<file path="config.mk">
export PLATFORM = sky130hd
export DESIGN_NAME = fetch_top
export DESIGN_NICKNAME = d
export VERILOG_FILES = /design/src/common/fetch_pkg.sv /design/src/common/slot_if.sv /design/src/design/fetch_ctrl.sv /design/src/design/slot_valid.sv /design/src/design/bundle_predecode.sv /design/src/design/pc_gen.sv /design/src/design/fetch_top.sv
export SDC_FILE = /design/constraint.sdc
export NUM_CORES = 1
export LEC_CHECK = 0
export BUFFER_PORTS_ARGS = -buffer_cell sky130_fd_sc_hd__buf_2
export CORE_MARGIN = 2
export CORE_UTILIZATION = 45
export CTS_CLUSTER_DIAMETER = 50
export DETAILED_ROUTE_END_ITERATION = 7
export GPL_TIMING_DRIVEN = 0
export HOLD_SLACK_MARGIN = 0.1
export PLACE_DENSITY = 0.7
export SLEW_MARGIN = 10
export SYNTH_ARGS = -nofsm -noshare
export SYNTH_HDL_FRONTEND = slang
export SYNTH_SLANG_ARGS = --single-unit
</file>
<file path="constraint.sdc">
create_clock -name clk -period 2.4 [get_ports clk]
set_clock_uncertainty 0.1 [all_clocks]
set_input_delay 0.36 -clock clk [delete_from_list [all_inputs] [get_ports clk]]
set_output_delay 0.36 -clock clk [all_outputs]
set_load 0.01 [all_outputs]
</file>
<file path="src/common/fetch_pkg.sv">
package fetch_pkg;

	// ========================================
	// bundle geometry
	// ========================================

	// slots per fetched bundle
	localparam int fslots = 2;

	// instruction word address width
	localparam int addr_w = 16;

	// opcode and displacement fields of one word
	localparam int op_w = 8;
	localparam int disp_w = 8;

	// ========================================
	// opcodes seen by predecode
	// ========================================

	// jump-and-call, target is slot address plus displacement
	localparam logic [op_w-1:0] op_jc = 8'h20;

	// return through the link register
	localparam logic [op_w-1:0] op_rts = 8'h60;

	// conditional branch, taken when the slot hint is set
	localparam logic [op_w-1:0] op_bcc = 8'hd0;

	// one instruction word, opcode in the upper byte
	typedef struct packed {
		logic [op_w-1:0] op;
		logic signed [disp_w-1:0] disp;
	} slot_word_t;

endpackage

</file>
<file path="src/common/slot_if.sv">
`timescale 1ns/1ps

interface slot_if import fetch_pkg::*; ();

	// per-slot predecode flags
	logic [fslots-1:0] slot_jc;
	logic [fslots-1:0] slot_rts;
	logic [fslots-1:0] take_branch;

	// slots of the current bundle still visible to the queue
	logic [fslots-1:0] slotv;

	// queue takes, one or two slots, never both
	logic q1;
	logic q2;

	// redirect permission and the stomp of the remaining slots
	logic pc_override;
	logic stomp_next;

	modport pre (input slotv, output slot_jc, output slot_rts, output take_branch);
	modport sv (input slot_jc, input slot_rts, input take_branch, input q1, input q2,
		input pc_override, output slotv, output stomp_next);
	modport ctl (input slotv, input stomp_next, output q1, output q2, output pc_override);

endinterface

</file>
<file path="src/design/fetch_ctrl.sv">
`timescale 1ns/1ps

module fetch_ctrl import fetch_pkg::*; (
	input logic clk,
	input logic rst,
	input logic phit,
	input logic branchmiss,
	input logic q1,
	input logic q2,
	slot_if.ctl s,
	output logic nextb
);

	// set the cycle after an address change
	// ibundle still shows the old bundle then
	logic nextbd;

	// slots left over once this cycle's takes are done
	logic [fslots-1:0] left;

	// queue takes go onto the slot bus unchanged
	assign s.q1 = q1;
	assign s.q2 = q2;

	// ========================================
	// redirect permission
	// ========================================

	// bundle on ibundle is usable only with a hit
	// a miss or a stale cycle blocks any redirect
	assign s.pc_override = phit & ~branchmiss & ~nextbd;

	// single take drops the lowest visible slot
	always_comb begin
		if (q2)
			left = '0;
		else if (q1)
			left = s.slotv & (s.slotv - 1'b1);
		else
			left = s.slotv;
	end

	// ========================================
	// bundle advance
	// ========================================

	// advance when nothing is left, or when a taken control slot
	// was consumed and the rest of the bundle is stomped
	assign nextb = s.pc_override & (s.stomp_next | ~|left);

	// delayed strobe marking the stale bundle
	// reset makes the first cycle after reset stale as well
	always_ff @(posedge clk) begin
		if (rst)
			nextbd <= 1'b1;
		else
			nextbd <= nextb | branchmiss;
	end

	// queue never takes one and two slots at once
	a_q_onehot: assert property (@(posedge clk) disable iff (rst) !(q1 && q2));

endmodule

</file>
<file path="src/design/slot_valid.sv">
`timescale 1ns/1ps

module slot_valid import fetch_pkg::*; (
	input logic clk,
	input logic rst,
	input logic branchmiss,
	input logic nextb,
	input logic [fslots-1:0] pc_mask,
	slot_if.sv s
);

	// registered valid bits of the current bundle
	logic [fslots-1:0] slotvd;

	// slot holds a control transfer that will be taken
	logic [fslots-1:0] ctl;

	// valid slots up to and including the first control slot
	logic [fslots-1:0] vis;

	// start-slot mask widened to all slots from the start on
	logic [fslots-1:0] fill;

	// slots the queue takes this cycle
	logic [fslots-1:0] taken;

	assign ctl = s.slot_jc | s.slot_rts | s.take_branch;

	// ========================================
	// visible slots
	// ========================================

	// slots behind a taken control slot are wrong path
	// keep them away from the queue
	always_comb begin : hide
		logic blocked;
		blocked = 1'b0;
		for (int i = 0; i < fslots; i++) begin
			vis[i] = slotvd[i] & ~blocked;
			blocked = blocked | (slotvd[i] & ctl[i]);
		end
	end

	// nothing is visible without a usable bundle
	assign s.slotv = vis & {fslots{s.pc_override}};

	// q2 takes both, q1 the lowest visible slot
	always_comb begin
		if (s.q2)
			taken = s.slotv;
		else if (s.q1)
			taken = s.slotv & ~(s.slotv - 1'b1);
		else
			taken = '0;
	end

	// consumed control slot stomps what is left of the bundle
	assign s.stomp_next = s.pc_override & |(taken & ctl);

	// odd entry point leaves slot 0 invalid
	always_comb begin : expand
		logic seen;
		seen = 1'b0;
		for (int i = 0; i < fslots; i++) begin
			seen = seen | pc_mask[i];
			fill[i] = seen;
		end
	end

	// ========================================
	// valid bit register
	// ========================================

	always_ff @(posedge clk) begin
		if (rst)
			// fetch restarts at address 0, which enters at slot 0
			slotvd <= '1;
		else if (branchmiss || nextb)
			slotvd <= fill;
		else if (s.pc_override)
			slotvd <= s.slotv & ~taken;
	end

	// valid bits only drop until the next bundle loads
	a_shrink: assert property (@(posedge clk) disable iff (rst)
		!(branchmiss || nextb) |=> (slotvd & ~$past(slotvd)) == '0);

	// a double take needs both slots on offer
	a_q2_both: assert property (@(posedge clk) disable iff (rst)
		s.q2 |-> &s.slotv);

endmodule

</file>
<file path="src/design/bundle_predecode.sv">
`timescale 1ns/1ps

module bundle_predecode import fetch_pkg::*; (
	input slot_word_t [fslots-1:0] ibundle,
	input logic [fslots-1:0] take_hint,
	input logic [addr_w-1:0] bundle_pc,
	input logic [addr_w-1:0] link,
	slot_if.pre s,
	output logic redirect,
	output logic [addr_w-1:0] target
);

	// word address of each slot
	logic [addr_w-1:0] slot_pc [fslots];

	// pc-relative target of each slot
	logic [addr_w-1:0] rel_tgt [fslots];

	// ========================================
	// per-slot classification
	// ========================================

	always_comb begin
		for (int i = 0; i < fslots; i++) begin
			s.slot_jc[i] = ibundle[i].op == op_jc;
			s.slot_rts[i] = ibundle[i].op == op_rts;
			// branch direction comes with the bundle
			s.take_branch[i] = (ibundle[i].op == op_bcc) & take_hint[i];
			// bundle base is even, slot index fills the low bit
			slot_pc[i] = {bundle_pc[addr_w-1:1], 1'(i)};
			// sign-extended displacement
			rel_tgt[i] = slot_pc[i] +
				{{(addr_w-disp_w){ibundle[i].disp[disp_w-1]}}, ibundle[i].disp};
		end
	end

	// ========================================
	// redirect select
	// ========================================

	// walk downward so the lowest valid control slot wins
	always_comb begin
		redirect = 1'b0;
		target = '0;
		for (int i = fslots - 1; i >= 0; i--) begin
			if (s.slotv[i] && (s.slot_jc[i] || s.slot_rts[i] || s.take_branch[i])) begin
				redirect = 1'b1;
				target = s.slot_rts[i] ? link : rel_tgt[i];
			end
		end
	end

endmodule

</file>
<file path="src/design/pc_gen.sv">
`timescale 1ns/1ps

module pc_gen import fetch_pkg::*; (
	input logic clk,
	input logic rst,
	input logic nextb,
	input logic redirect,
	input logic [addr_w-1:0] target,
	input logic jc_link_set,
	input logic [addr_w-1:0] jc_link_value,
	input logic branchmiss,
	input logic [addr_w-1:0] miss_pc,
	output logic [addr_w-1:0] fetch_pc,
	output logic [addr_w-1:0] bundle_pc,
	output logic [addr_w-1:0] link,
	output logic [fslots-1:0] pc_mask
);

	// first word of the following bundle
	logic [addr_w-1:0] seq_pc;

	// address taken on the next advance or miss
	logic [addr_w-1:0] next_pc;

	// an odd target still advances to the next even base
	assign seq_pc = {fetch_pc[addr_w-1:1] + 1'b1, 1'b0};

	// miss restart beats redirect, redirect beats fall-through
	always_comb begin
		if (branchmiss)
			next_pc = miss_pc;
		else if (redirect)
			next_pc = target;
		else
			next_pc = seq_pc;
	end

	// one-hot entry slot of the incoming bundle
	always_comb begin
		pc_mask = '0;
		pc_mask[next_pc[0]] = 1'b1;
	end

	// ========================================
	// address registers
	// ========================================

	// bundle_pc trails fetch_pc by the cache latency
	always_ff @(posedge clk) begin
		if (rst) begin
			fetch_pc <= '0;
			bundle_pc <= '0;
		end else begin
			if (branchmiss || nextb)
				fetch_pc <= next_pc;
			bundle_pc <= fetch_pc;
		end
	end

	// single-entry return stack
	always_ff @(posedge clk) begin
		if (rst)
			link <= '0;
		else if (jc_link_set)
			link <= jc_link_value;
	end

endmodule

</file>
<file path="src/design/fetch_top.sv">
`timescale 1ns/1ps

module fetch_top import fetch_pkg::*; (
	input logic clk,
	input logic rst,
	input logic phit,
	input slot_word_t [fslots-1:0] ibundle,
	input logic [fslots-1:0] take_hint,
	input logic q1,
	input logic q2,
	input logic branchmiss,
	input logic [addr_w-1:0] miss_pc,
	output logic [addr_w-1:0] fetch_pc,
	output logic [addr_w-1:0] bundle_pc,
	output logic [fslots-1:0] slotv
);

	slot_if s ();

	logic nextb;
	logic redirect;
	logic [addr_w-1:0] target;
	logic [addr_w-1:0] link;
	logic [fslots-1:0] pc_mask;

	// slot 0 is the control slot behind a redirect
	logic ctl_slot0;
	logic jc_link_set;
	logic [addr_w-1:0] jc_link_value;

	// ========================================
	// link capture
	// ========================================

	assign ctl_slot0 = s.slotv[0] & (s.slot_jc[0] | s.slot_rts[0] | s.take_branch[0]);

	// a jump-and-call retiring with its bundle writes the link
	assign jc_link_set = nextb & (ctl_slot0 ? s.slot_jc[0] : s.slotv[1] & s.slot_jc[1]);

	// return address is the word after the call
	assign jc_link_value = {bundle_pc[addr_w-1:1], ~ctl_slot0} + 1'b1;

	fetch_ctrl u_ctrl (.clk(clk), .rst(rst), .phit(phit), .branchmiss(branchmiss),
		.q1(q1), .q2(q2), .s(s.ctl), .nextb(nextb));

	slot_valid u_slotv (.clk(clk), .rst(rst), .branchmiss(branchmiss), .nextb(nextb),
		.pc_mask(pc_mask), .s(s.sv));

	bundle_predecode u_pre (.ibundle(ibundle), .take_hint(take_hint), .bundle_pc(bundle_pc),
		.link(link), .s(s.pre), .redirect(redirect), .target(target));

	pc_gen u_pc (.clk(clk), .rst(rst), .nextb(nextb), .redirect(redirect), .target(target),
		.jc_link_set(jc_link_set), .jc_link_value(jc_link_value), .branchmiss(branchmiss),
		.miss_pc(miss_pc), .fetch_pc(fetch_pc), .bundle_pc(bundle_pc), .link(link),
		.pc_mask(pc_mask));

	assign slotv = s.slotv;

endmodule

</file>
* After elaboration in Yosys (flattened, before gate mapping)
Index checks and enable logic that the tools add are counted.
Storage, ports and cells: bits in registers 51, word-level logic and storage cells 76
Cells by class: add/sub/neg operators 5, order comparisons 2, equality and inequality tests 6, mux-type cells 17, bitwise operators 29, reductions and logical operators 12
Operators with widths (count):
- 16-bit two-way mux | 6
- 16-bit adder | 2
- 16-bit by 1-bit adder with 16-bit output (second input constant) | 1
- 8-bit by 6-bit equality test with 1-bit output (second input constant) | 2
- 8-bit by 7-bit equality test with 1-bit output (second input constant) | 2
- 8-bit equality test (second input constant) | 2
- 15-bit by 1-bit adder with 15-bit output (second input constant) | 1
- 2-bit two-way mux | 6
- 1-bit bitwise AND | 11
- 2-bit bitwise AND | 5
- 1-bit logical OR | 5
- 1-bit OR | 5
- 1-bit two-way mux | 4
- 1-bit inverter | 4
- 2-bit inverter | 2
- 2-bit OR | 2
- 2-bit OR reduction | 2
- 1-bit logical AND | 3
- 1-bit by 2-bit < comparator with 1-bit output (second input constant) | 1
- 2-bit nonzero test | 1
- 2-bit by 1-bit subtractor with 2-bit output (second input constant) | 1
- 1-bit demux with 1-bit select | 1
- 1-bit >= comparator (second input constant) | 1
- 1-bit zero test | 1

* Depth between registers and ports, before layout
depth after elaboration 19, depth in mapped cells 11, mapped depth without buffers 10

* Modules after synthesis
Synthesis repeated with hierarchy kept, for this count alone.
Second synthesis, totals: cell total of the unflattened synthesis 584, area total of the unflattened synthesis 4551.9 um^2
By module, submodules not included:
- pc_gen | instances 1, cells each 248, area an instance 2188.3 um^2, sequential area each 960.9 um^2
- bundle_predecode | instances 1, cells each 260, area an instance 1809.2 um^2, sequential area each 0.0 um^2
- fetch_top | instances 1, cells each 46, area an instance 316.6 um^2, sequential area each 0.0 um^2
- slot_valid | instances 1, cells each 21, area an instance 153.9 um^2, sequential area each 40.0 um^2
- fetch_ctrl | instances 1, cells each 9, area an instance 83.8 um^2, sequential area each 20.0 um^2

* Worst setup path before layout
OpenSTA, ideal clock, no wires.
path type register -> register, from reg u_pc.bundle_pc[1], to reg u_pc.fetch_pc[10], arrival time 2218 ps, data required time 2177 ps, setup slack -40 ps, cell stages (with the launch flop) 10, clock period less this slack 2440 ps, path through dfxtp_1 -> inv_1 -> fa_1 -> nand2b_1 -> a21oi_1 -> o21ai_0 -> o21ai_0 -> o31ai_1 -> a221oi_1 -> nor2_1
Between the ends: longest elaborated chain between the ends 6, elaborated cells between the ends (all ways) 8
RTL lines:
- from (decl) | RTL line pc_gen.sv:14 | output logic [addr_w-1:0] bundle_pc,
- from (signal assigned) | RTL line pc_gen.sv:56 | bundle_pc <= fetch_pc;
- 16-bit adder | RTL line bundle_predecode.sv:32 | rel_tgt[i] = slot_pc[i] +
- 16-bit two-way mux | RTL line bundle_predecode.sv:48 | target = s.slot_rts[i] ? link : rel_tgt[i];
- 16-bit two-way mux | RTL line bundle_predecode.sv:46 | if (s.slotv[i] && (s.slot_jc[i] || s.slot_rts[i] || s.take_branch[i])) begin
- 16-bit two-way mux (*) | RTL line bundle_predecode.sv:46
- 16-bit two-way mux (*) | RTL line pc_gen.sv:32 | else if (redirect)
- 16-bit two-way mux (*) | RTL line pc_gen.sv:30 | if (branchmiss)
- to (signal assigned) | RTL line pc_gen.sv:55 | fetch_pc <= next_pc;
- to (decl) | RTL line pc_gen.sv:13 | output logic [addr_w-1:0] fetch_pc,
Every way passes the cells marked *; elsewhere a longest branch is shown, timed or not. A chain may end at the register's enable or synchronous reset.

* Worst setup path in the final report
from reg u_pc.bundle_pc[7], to reg u_pc.fetch_pc[15]
Same word-level chain as after synthesis.

==> run summary <==
Status = finished, violations left
Failing checks = negative setup slack
FILL cells = 895
Pwr/cell area = 400 nW/µm²
Post-route insts no fill = 819
Largest area contributor in the netlist = dfxtp_1
Maximum vdd drop = 0.264 mV
Crit path buf inv count = 0
Register area share after synthesis = 22.9%
Met2 usage in global routing = 45.8%
Post-synthesis async set-or-reset flop share = 0%
Post-DRT Antenna Nets = 0
Final GP Congestion = 0.907
WS Path Type = reg -> reg
# DRC = 0
GRT overflow = 0
Core Util, Final = 59.3%
CP peak stage delay = 0.46 ns
First-pass GRT wire length = 24600 µm
Tot GR Track Use = 28.5%
Number of synthesis warnings = 0
R2R setup slack = -0.15 ns
Final hold slack = 0.160 ns
Worst path depth = 8
Most used DFF post-synth = dfxtp_1
Register bit count reported by yosys = 51
Critical Path AT = 2.66 ns
Max transition margin = 45.5%
Antenna Cells = 0
CP cell instances = ha_1, and2_1, and3_1, a2111oi_4, nor3_2, mux2i_1, nand2_1, a311oi_1
DIE AREA = 10700 µm²
Initial antenna violation count = 0
Iteration count of the initial detailed-routing pass = 5
Post-DP HPWL = 12000 µm
Met1 Usage GRT = 38.5%
Syn_nets = 659
Minimum clock period = 2.55 ns
Hold Vio Cnt, Final = 0
Via-to-Cell Ratio = 6.14
Root buffer cell = clkbuf_8
Syn Inst Count = 571
Final WS setup = -0.146 ns
Depth of the worst register-to-register path = 8
CP max FO = 5
Reg2reg end = u_pc.fetch_pc[15]
Core Region = 9680 µm²
Setup crit start kind = flip-flop
Met3 Use GR = 3.90%
Maximum clock frequency = 393 MHz
Layout cells sized above 1 = 29.9%
Initial Util = 46.1%
Slew of the pin with the lowest slew margin = 0.796 ns
Cell area after synthesis = 4470 µm²
Post-synth cell types = 70
Clock tree sinks = 51
GRT busiest layer = met2
Critical Path End Type = flip-flop
# setup viols final = 7
Hold Crit Class = in -> reg
Slew Viols, Final = 0
CTS max path bufs = 2
Pre-CTS setup slack = -0.596 ns
DIE WIDTH = 104 µm
First DRT Iteration DRCs = 469
Maxcap violations = 0
Total Wirelength = 16300 µm
Vias in the first global route = 4613
Lkg Pwr = 2.33 nW
CP delay by family, top = compound AO/OA/AOI/OAI gates
Worst Hold Depth = 3
Clock-pin transition on the worst setup and hold timing paths = 0.11 ns
I/O pin count = 90
Port Buffers = 88
FF-to-FF Start = u_pc.bundle_pc[7]
Synth top area share = 22.9%
Vias = 5032
RSZ-0062 raised after global routing = true
Fin crit share = 106%
Pin count of the biggest net entering global routing = 18
Syn_area_per_cell = 7.82 µm²
TritonCTS clock tree = done
Worst path slowest cell = a2111oi_4
Area Overhead vs Synth = 28.6%
Top post-synthesis cells by area = dfxtp_1, ha_1, xor2_1
Endpoint, Worst Hold = u_pc.fetch_pc[7]
H-tree lvl count = 2
Worst hold path startpoint = miss_pc[7]
Post-synth EDFFs = 0
Die H = 104 µm
Req. time, crit path = 2.52 ns
Clock Latency Late Sink = 0.32 ns
Clock buffer count from CTS = 5
Num rows = 36
Final net count = 773
DP Cell Count = 792
WL/cell = 20.0 µm
Total power = 2.30 mW
-- where the power goes --
group	switching (mW)	internal [mW]	leakage [nW]	total [mW]
clock	0.338	0.317	0.0587	0.655
sequential	0.0663	0.881	0.423	0.947
combinational	0.386	0.309	1.85	0.695
total	0.790	1.51	2.33	2.30
-- per-stage QoR --
step / TNS, ns / cell area (µm²)
detailed placement: -10.62 / 5080
CTS: -0.740 / 5420
finish: -0.508 / 5740
global route: -1.47 / 5740
global placement: -9.10 / 5080
floorplan: 0 / 4470
-- cells in the mapped netlist (12+ instances only) --
cell type,count
a211oi_1,22
xnor2_1,15
ha_1,30
nand3_1,22
nor2b_1,20
inv_1,26
xor2_1,24
nand2_1,46
dfxtp_1,51
o21ai_0,26
a21oi_1,34
mux2i_1,12
nor2_1,54
-- metal layers --
layer | part of all wire (%) | vias to the layer above
li1 | - | 2374
met1 | 41 | 2372
met5 | 0 | -
met3 | 8.1 | 42
met2 | 47 | 244
met4 | 3.5 | 0
-- cell usage in the layout (no fill, tap or decap), types with 20 or more instances in the layout --
| cell | synthesis | routed |
|---|---|---|
| nand2_1 | 46 | 45 |
| inv_1 | 26 | 23 |
| o21ai_0 | 26 | 20 |
| nor2_1 | 54 | 54 |
| dfxtp_1 | 51 | 41 |
| xor2_1 | 24 | 23 |
| buf_4 | 1 | 20 |
| ha_1 | 30 | 22 |
| nand3_1 | 22 | 22 |
| a21oi_1 | 34 | 27 |
| buf_2 | 8 | 92 |
-- flip-flops by register name (all words and copies together) (netlist names) --
register	count
u_pc.bundle_pc	16
u_pc.fetch_pc	16
u_slotv.slotvd	2
u_ctrl.nextbd	1
u_pc.link	16
-- how the worst max path moves through the flow --
stage / end / from / slack [ns]
global route: u_pc.fetch_pc[15] / u_pc.bundle_pc[1] / -0.24
detailed placement: u_pc.fetch_pc[15] / ibundle[23] / -0.60
global placement: u_pc.link[12] / ibundle[9] / -0.52
finish: u_pc.fetch_pc[15] / u_pc.bundle_pc[7] / -0.15
floorplan: u_pc.fetch_pc[11] / u_pc.bundle_pc[3] / 0.02
CTS: u_pc.fetch_pc[9] / u_pc.bundle_pc[1] / -0.16
-- timing repair --
item / CTS / global route
endpoints found under the setup margin: 19 / 31
buffers inserted: 7 / 13
pin swaps: 19 / 31
hold buffers: 0 / 0
resized for setup: 48 / 48
-- tightest hold or removal path: cells and delay by family --
kind / cells / cell delay [ns]
AOI/OAI and AO/OA: 1 / 0.06
buffers and inverters: 1 / 0.07
and+or+nand+nor: 1 / 0.07
-- logic make-up after synthesis --
kind of cell,Yosys count,synth area share (%)
compound gates,172,27.3
simple gates,215,25.3
mux,13,2.94
buf+inv,49,4.60
fa+ha+maj,32,9.30
flops,51,22.9
xor+xnor,39,7.65
-- final cells by class --
| class | instances | area (µm²) | area share (%) |
|---|---|---|---|
| Timing Repair Buffer | 108 | 594 | 10.4 |
| Sequential cell | 51 | 1050 | 18.2 |
| Buffer | 21 | 115 | 2.01 |
| Inverter | 27 | 104 | 1.81 |
| Multi-Input combinational cell | 471 | 3600 | 62.7 |
| Tap cell | 133 | 166 | 2.90 |
| Clock buffer | 5 | 68.8 | 1.20 |
| Clock inverter | 3 | 47.5 | 0.828 |
No activity file was read; power rests on OpenSTA's default activity.
